$ cat src/logic/frame_pkg.sv
// Frame package: line length, colour widths and menu status bit positions
package frame_pkg;

    // Base video line
    localparam int hlen   = 322;              // Pixels per base line
    localparam int addr_w = $clog2(hlen);     // Line buffer address width

    // Colour widths
    localparam int pxl_w  = 8;                // 3-3-2 base pixel
    localparam int vga_w  = 6;                // Per VGA channel

    // Positions in the 32-bit menu status word
    localparam int st_pause    = 1;           // Pause request
    localparam int st_level_lo = 2;           // Difficulty, bits 3:2
    localparam int st_lives_lo = 5;           // Lives, bits 6:5

    // Set means scanline filter off
    localparam int st_filter   = 9;

    localparam int st_rst_req  = 15;          // Menu reset request

endpackage

$ cat src/logic/cfg_decoder.sv
// Settings decoder: registers cabinet DIP values and filter enable from the menu word
module cfg_decoder
    import frame_pkg::*;
(
    input  logic        clk_sys,
    input  logic        rst,
    input  logic [31:0] status,
    output logic        dip_pause,
    output logic [1:0]  dip_level,
    output logic [1:0]  dip_lives,
    output logic        filter_on,
    output logic        rst_req
);

    logic [1:0] menu_level;   // Difficulty in menu order
    logic [1:0] hw_level;     // Difficulty in game encoding

    assign menu_level = status[st_level_lo +: 2];

    // Menu lists Normal first, the game expects Easy as 00
    always_comb begin
        case (menu_level)
            2'b00:   hw_level = 2'b01;  // Normal
            2'b01:   hw_level = 2'b00;  // Easy
            2'b10:   hw_level = 2'b10;  // Hard
            default: hw_level = 2'b11;  // Very hard
        endcase
    end

    always_ff @(posedge clk_sys) begin
        if (rst) begin
            dip_pause <= 1'b0;
            dip_level <= 2'b00;
            dip_lives <= 2'b00;
            filter_on <= 1'b0;
            rst_req   <= 1'b0;
        end else begin
            dip_pause <= ~status[st_pause];     // Game pause is active low
            dip_level <= hw_level;
            dip_lives <= status[st_lives_lo +: 2];
            filter_on <= ~status[st_filter];
            rst_req   <= status[st_rst_req];
        end
    end

endmodule

$ cat config.mk
export PLATFORM = sky130hd
export DESIGN_NAME = cfg_decoder
export DESIGN_NICKNAME = d
export VERILOG_FILES = /design/src/logic/frame_pkg.sv /design/src/logic/cfg_decoder.sv
export SDC_FILE = /design/constraint.sdc
export NUM_CORES = 1
export LEC_CHECK = 0
export ABC_CLOCK_PERIOD_IN_PS = 800
export BUFFER_PORTS_ARGS = -buffer_cell sky130_fd_sc_hd__buf_2
export CORE_AREA = 2 2 39 41
export CTS_CLUSTER_SIZE = 8
export DETAILED_ROUTE_END_ITERATION = 6
export DIE_AREA = 0 0 41 43
export PLACE_DENSITY = 0.64
export SYNTH_ARGS = -nofsm -noshare
export SYNTH_HDL_FRONTEND = slang
export SYNTH_SLANG_ARGS = --single-unit
$ cat constraint.sdc
create_clock -name clk_sys -period 0.8 [get_ports clk_sys]
set_clock_uncertainty 0.2 [all_clocks]
set_input_delay 0.04 -clock clk_sys [delete_from_list [all_inputs] [get_ports clk_sys]]
set_output_delay 0.04 -clock clk_sys [all_outputs]
set_load 0.02 [all_outputs]
==> summary.md <==
| Metric | Value |
|---|---|
| CP required | `roughly 560 ps` |
| Crit path buf inv count | `1` |
| IO Count | `41` |
| Clock root cell | `clkbuf_4` |
| Final setup TNS | `-805.8 ps` |
| Synth unique cells | `6` |
| Critical Path Sink Type | `primary output` |
| Tightest hold margin | `-198.0 ps` |
| Vias | `187` |
| Detail-routed via count per cell | `3.463` |
| Layout cell share with drive strength beyond 1 | `between 60% and 70%` |
| Inserted Clock Buffers | `3` |
| Final wirelength | `around 410 µm` |
| Seq/Total Area, Yosys | `around 66%` |
| Synth Cell Area | `211.5 µm²` |
| Avg Inst Size Synth | `~12 µm²` |
| Port bufs | `15` |
| Antenna viol nets, final | `0` |
| Placeable Area | `0.001384 mm²` |
| Worst VDD drop | `0.6349 mV` |
| Worst-margin pin slew | `122.6 ps` |
| Rel. slew slack | `91.82%` |
| Final worst slack | `-119.0 ps` |
| Cell Rows | `14` |
| Crit path DAT | `680 ps` |
| DRC | `0` |
| Pwr Total | `818.9 µW` |
| Leak pwr | `roughly 0.20 nW` |
| Max Slew Vio Count | `0` |
| GRT Total Usage | `6.112%` |
| Fmax | `1088 MHz` |
| Leading cell type in the layout, fill and taps excluded | `buf_2` |
| Min-delay src | `status[6]` |
| Drt pass-1 iters | `1` |
| CTS Hold Bufs | `2` |
| Largest net degree at the start of global routing | `8` |
| NumNets Final | `75` |
| Total grt overflow | `0` |
| Hold/Removal Path Class | `in2reg` |
| Yosys warns | `0` |
| N_diodes | `0` |
| Fillers | `145` |
| Max-cap viol count | `0` |
| Reg clk slew, reported paths | `50 ps` |
| Syn Inst Count | `17` |
| Crit. Startpoint | `dip_level[1]$_SDFF_PP0_` |
| Worst-case clock buffer depth | `2` |
| RSZ-0062 raised after global routing | `yes` |
| Violated checks | `negative hold slack, negative setup slack` |
| Die Y | `43 µm` |
| Mapped Nets | `53` |
| Power Dens Cells | `2020 mW/mm²` |
| Critical path fanouts, max | `1` |
| CTS tree | `built` |
| Worst path slowest cell | `dfxtp_2` |
| Postcts setup bufs | `0` |
| Final core occ | `29.29%` |
| First-pass GRT wire length | `approximately 630 µm` |
| Starting density of the core | `15.28%` |
| Wire length per cell | `7.667 µm` |
| GPL Wtd Cong | `roughly 0.55` |
| Critical Path Max Stage Delay | `310 ps` |
| Die width | `41 µm` |
| CP Launch Type | `flop` |
| DIE AREA | `0.001763 mm²` |
| 1st-iter DRT viols | `0` |
| Seq cells post-synth | `7` |
| Kind of cell adding the most delay to the critical path | `flip-flops` |
| Most frequent cells in the layout | `buf_2 (8), dfxtp_2 (7), buf_6 (7), nor2b_1 (4), clkbuf_4 (3)` |
| Placement Setup Slack | `-82.24 ps` |
| Final min period | `around 920 ps` |
| Vias in the first global route | `192` |
| Critical-path cell list | `buf_6` |
| Outcome | `finished with violations` |
| Area grow syn2layout | `91.72%` |
| Final period util | `114.9%` |
| Initial antenna violation count | `0` |
| H-Tree Depth | `1` |
| Final setup fails | `7` |
| Count of final hold-check violations | `7` |
| Clock sinks | `7` |
| Setup Crit Path Kind | `reg2out` |
[flip-flops by register name, indices dropped and copies added, names as in the netlist]
signal and cells:
dip_pause 1, dip_level 2, dip_lives 2, filter_on 1, rst_req 1
[stage by stage]
stage               cells  instance area (µm²)
floorplan              17                211.5
detailed placement     48                306.5
global placement       48                306.5
global route           54                405.4
CTS                    54                405.4
finish                 54                405.4
[path summary, 6_finish.rpt]
| check | end | slack [ps] | cells after the start |
|---|---|---|---|
| worst min-delay path | dip_lives[1]$_SDFF_PP0_ | -200 | 2 |
| worst max-delay path | dip_level[1] | -120 | 1 |
[layout make-up]
type | count | area, µm² | share of cell area [%]
Tap cell | 16 | 20.02 | 4.938
Timing Repair Buffer | 17 | 138.9 | 34.26
Multi-Input combinational cell | 9 | 67.56 | 16.67
Inverter | 1 | 3.754 | 0.9259
Clock buffer | 4 | 26.28 | 6.481
Sequential cell | 7 | 148.9 | 36.73
[report_power, final]
part	switching [mW]	internal, mW	total (mW)	leakage [nW]
Clock	0.126	0.190	0.316	0.0150
Combinational	0.0508	0.0698	0.121	0.126
Sequential	0.00860	0.374	0.383	0.0602
Total	0.185	0.634	0.819	0.201
[synthesized netlist by cell type]
library cell	number	area (µm²)
o21ba_1	1	10.01
dfxtp_1	7	140.1
inv_1	1	3.750
nor2b_1	4	25.02
nor2_1	2	7.510
ha_1	2	25.02
[timing repair]
item	in CTS	in global routing
hold endpoints to repair	7	7
endpoints found under the setup margin	7	8
pin swaps	0	1
gates resized for setup	21	0
[per-layer routing]
metal | track usage, % | wire length (µm)
met2 | 8.438 | 200
met1 | 5.112 | 166
met4 | 8.000 | 14
met5 | 0 | 0
met3 | 3.141 | 32
[logic make-up (layout without fill, tap and decap cells)]
group                      Yosys count  count (layout)  synth area share [%]
adders and majority gates            2               2                 11.83
AOI/OAI and AO/OA                    1               1                 4.734
buffers and inverters                1              22                 1.773
and+or+nand+nor                      6               6                 15.38
DFF                                  7               7                 66.27
Power figures use the tool's default switching activity.
