`src/logic/frame_pkg.sv`:
```
// Frame package: line length, colour widths and menu status bit positions
package frame_pkg;

    // Base video line
    localparam int hlen   = 322;              // Pixels per base line
    localparam int addr_w = $clog2(hlen);     // Line buffer address width

    // Colour widths
    localparam int pxl_w  = 8;                // 3-3-2 base pixel
    localparam int vga_w  = 6;                // Per VGA channel

    // Positions in the 32-bit menu status word
    localparam int st_pause    = 1;           // Pause request
    localparam int st_level_lo = 2;           // Difficulty, bits 3:2
    localparam int st_lives_lo = 5;           // Lives, bits 6:5

    // Set means scanline filter off
    localparam int st_filter   = 9;

    localparam int st_rst_req  = 15;          // Menu reset request

endpackage

```
`src/logic/colour_out.sv`:
```
// Colour output: widens 3-3-2 pixels to 6-6-6, applies scanlines, registers VGA pins
module colour_out
    import frame_pkg::*;
(
    input  logic             clk_sys,
    input  logic             rst,
    input  logic             filter_on,
    input  logic [pxl_w-1:0] dbl_pxl,
    input  logic             dbl_cen,
    input  logic             odd_line,
    output logic [vga_w-1:0] vga_r,
    output logic [vga_w-1:0] vga_g,
    output logic [vga_w-1:0] vga_b,
    output logic             vga_cen
);

    logic [2:0]       red;
    logic [2:0]       green;
    logic [1:0]       blue;

    logic [vga_w-1:0] r_wide;
    logic [vga_w-1:0] g_wide;
    logic [vga_w-1:0] b_wide;
    logic             darken;

    // Pixel layout is RRRGGGBB
    assign red   = dbl_pxl[pxl_w-1 -: 3];
    assign green = dbl_pxl[pxl_w-4 -: 3];
    assign blue  = dbl_pxl[1:0];

    // Bit replication keeps full white at full scale
    assign r_wide = {red, red};
    assign g_wide = {green, green};
    assign b_wide = {3{blue}};

    // Second replay of a line is the dark scanline
    assign darken = filter_on & odd_line;

    always_ff @(posedge clk_sys) begin
        if (rst) begin
            vga_r   <= '0;
            vga_g   <= '0;
            vga_b   <= '0;
            vga_cen <= 1'b0;
        end else begin
            vga_cen <= dbl_cen;
            if (dbl_cen) begin
                if (darken) begin
                    vga_r <= r_wide >> 1;       // Half brightness
                    vga_g <= g_wide >> 1;
                    vga_b <= b_wide >> 1;
                end else begin
                    vga_r <= r_wide;
                    vga_g <= g_wide;
                    vga_b <= b_wide;
                end
            end
        end
    end

endmodule

```
`config.mk`:
```
export PLATFORM = sky130hd
export DESIGN_NAME = colour_out
export DESIGN_NICKNAME = d
export VERILOG_FILES = /design/src/logic/frame_pkg.sv /design/src/logic/colour_out.sv
export SDC_FILE = /design/constraint.sdc
export NUM_CORES = 1
export LEC_CHECK = 0
export ABC_AREA = 1
export BUFFER_PORTS_ARGS = -buffer_cell sky130_fd_sc_hd__buf_2
export CAP_MARGIN = 40
export CORE_AREA = 8 8 46 48
export DETAILED_ROUTE_END_ITERATION = 8
export DIE_AREA = 0 0 54 56
export HOLD_SLACK_MARGIN = 0.05
export PLACE_DENSITY_LB_ADDON = 0.2
export SYNTH_ARGS = -nofsm -noshare
export SYNTH_HDL_FRONTEND = slang
export SYNTH_SLANG_ARGS = --single-unit
export TNS_END_PERCENT = 50
```
`constraint.sdc`:
```
create_clock -name clk_sys -period 1.4 [get_ports clk_sys]
set_input_delay 0.28 -clock clk_sys [delete_from_list [all_inputs] [get_ports clk_sys]]
set_output_delay 0.28 -clock clk_sys [all_outputs]
set_load 0.02 [all_outputs]
```
==> results.yml <==
worst_setup_path:
  cp.required_ps: 1120
  critPathLaunch: "vga_b[4]"
  endpoint_kind: "output pin"
  arrival_ps: 810
  crit_chain: "buf_2"
  r2r-start: "vga_g[2]"
  cp_max_fo: 4
  worstSetupStartpointType: "flop"
  path_class: "flop to output pin"
  crit_slowest_cell: "dfxtp_1"
  max_stage_delay_ps: 360
  path_buf_inv: 1
  cp_top_family: "flip-flops"
place:
  gp_congestion: 0.8041
  placed_area_sq_um: 700.7
  port-buffer-count: 31
  place_hpwl_microns: 1150
cts:
  cts_setup_buffers: 0
  cts_max_level: 1
  clk_pin_slew_ps: 80
  clkSinkCount: 12
  clk_path_buf_depth: 2
  cts_resized: 0
  root_buffer: "clkbuf_4"
  insertion_delay_ps: 280
  cts_hold_buf: 0
  cts_buffers: 3
  tritoncts: "built"
timing:
  period_needed_ps: 1092
  worst_pin_slew_ps: 234.5
  min_period_over_period: 0.7798
  rsz0062_at_grt: "false"
  finalMaxSlewViolations: 0
  max_freq_mhz: 915.9
  hold_violations: 0
  slew_headroom: 0.8437
  setup_tns_ps: 0
  skew_ps: 0
  setup_viol: 0
power:
  ir_worst_vdd_mv: 0.7205
  p_total_mw: 0.8210
  leakagePower_nw: 0.4570
  pwr_density_cell_nw_per_um2: 1114
grt:
  grt_first_pass_wirelength_microns: 2366
  grtUsageTotal: 0.1020
  met2_usage: 0.1459
  antenna_found_initial: 0
  top_usage_layer: "met2"
  grt.met1_usage: 0.1269
  grt_max_degree: 15
  overflow: 0
  grt_pass1_vias: 541
  met3_usage: 0.03743
yosys:
  synth_seq_cells: 12
  synthCells: 87
  synthTopCellsByArea: "dfxtp_1 (40%), nor2_1 (12%), nand2_1 (11%)"
  ys_seq_area_frac: 0.4042
  syn-mean-instance-area_sq_um: 6.831
  synth_top_cell_by_area: "dfxtp_1"
  synthDistinctLibCells: 15
  yosysWarnings: 0
  synth_nets: 100
  syn_area_sq_um: 594.3
  synth_top_area_frac: 0.4042
routing:
  drc_errors: 0
  dr_total_vias: 577
  drtPass1Iterations: 4
  drt_iter0_markers: 5
  avgViaCountPerCell: 4.473
  routed_wl_microns: 1444
  wl_per_cell_microns: 11.19
  ant_nets: 0
finish:
  num-fill-cells: 160
  fin_util: 0.5131
  fin_nets: 127
  diodes: 0
  final_cell_area_sq_um: 737.0
  drive_gt1_frac: 0.3363
  syn_to_final_growth_pct: 24.00
floorplan:
  die_area_sq_um: 3024
  die_height_microns: 56
  start_util: 0.4138
  core_area_sq_um: 1436
  row_count: 14
  pin_count: 32
  die_x_microns: 54
worst_hold_path:
  min-delay-start: "rst"
  hp-class: "primary input to flop"
run_status:
  outcome: "complete, no violations"
flow_run:
  maxCapViolations: 0
==> cells in the final DEF, fill, tap and decap left out, drive strengths merged <==
master	n
o211ai	1
nand4	2
o21ai	1
clkbuf	4
nor2	19
a21oi	2
dfxtp	12
buf	31
inv	12
nand3	10
nand2	19
==> final cells by class <==
class | count | area, sq um | share of cell area
flip-flops and latches | 12 | 240.2 | 0.3260
clock buffers | 4 | 36.28 | 0.04924
repair buffers | 31 | 155.1 | 0.2105
multi-input cells | 54 | 240.2 | 0.3260
inverters | 12 | 45.04 | 0.06112
well taps | 16 | 20.02 | 0.02716
==> registers in the layout, indices dropped and copies added, names as in the netlist <==
name / count
vga_g: 4
vga_r: 4
vga_b: 3
vga_cen: 1
==> power by group <==
group / internal [mW] / switching [mW] / total [mW]
clock: 0.158 / 0.120 / 0.279
combinational: 0.0582 / 0.110 / 0.168
sequential: 0.363 / 0.0114 / 0.374
total: 0.579 / 0.242 / 0.821
==> synthesized netlist by cell type <==
cell type and n:
nor2_1 19, dfxtp_1 12, nand3_1 9, o211ai_1 1, buf_6 1, nand3_2 1, nand2_1 18, buf_4 7
nand4_1 2, nand2_4 1, inv_2 1, o21ai_1 1, buf_2 1, a21oi_1 2, inv_1 11
==> metrics by stage <==
stage               hold slack [ps]  std cells  worst slack (ps)
CTS                           296.4        129             285.1
global route                  289.6        129             236.5
floorplan                     434.2         87             481.2
global placement              456.2        125             387.9
detailed placement            456.4        125             354.5
finish                        300.8        129             308.2
==> kinds of logic (layout without fill, tap and decap cells) <==
kind of cell	count (synthesis)	in the layout	synth area share
buffers and inverters	21	47	0.1916
DFF	12	12	0.4042
and+or+nand+nor	50	50	0.3663
AOI/OAI and AO/OA	4	4	0.03789
==> metal layers <==
metal  up-vias  share of wire
li1        314              -
met1       237           0.44
met2        21           0.45
met3         5          0.085
met4         0          0.025
met5         -              0
==> final timing paths <==
| kind | depth (start not counted) | to | slack, ps |
|---|---|---|---|
| max | 1 | vga_b[2] | 310 |
| min | 2 | vga_r[4] | 300 |
| max reg2reg | 4 | vga_g[2] | 730 |
| min reg2reg | 2 | vga_g[5] | 470 |
Power figures use the tool's default switching activity.
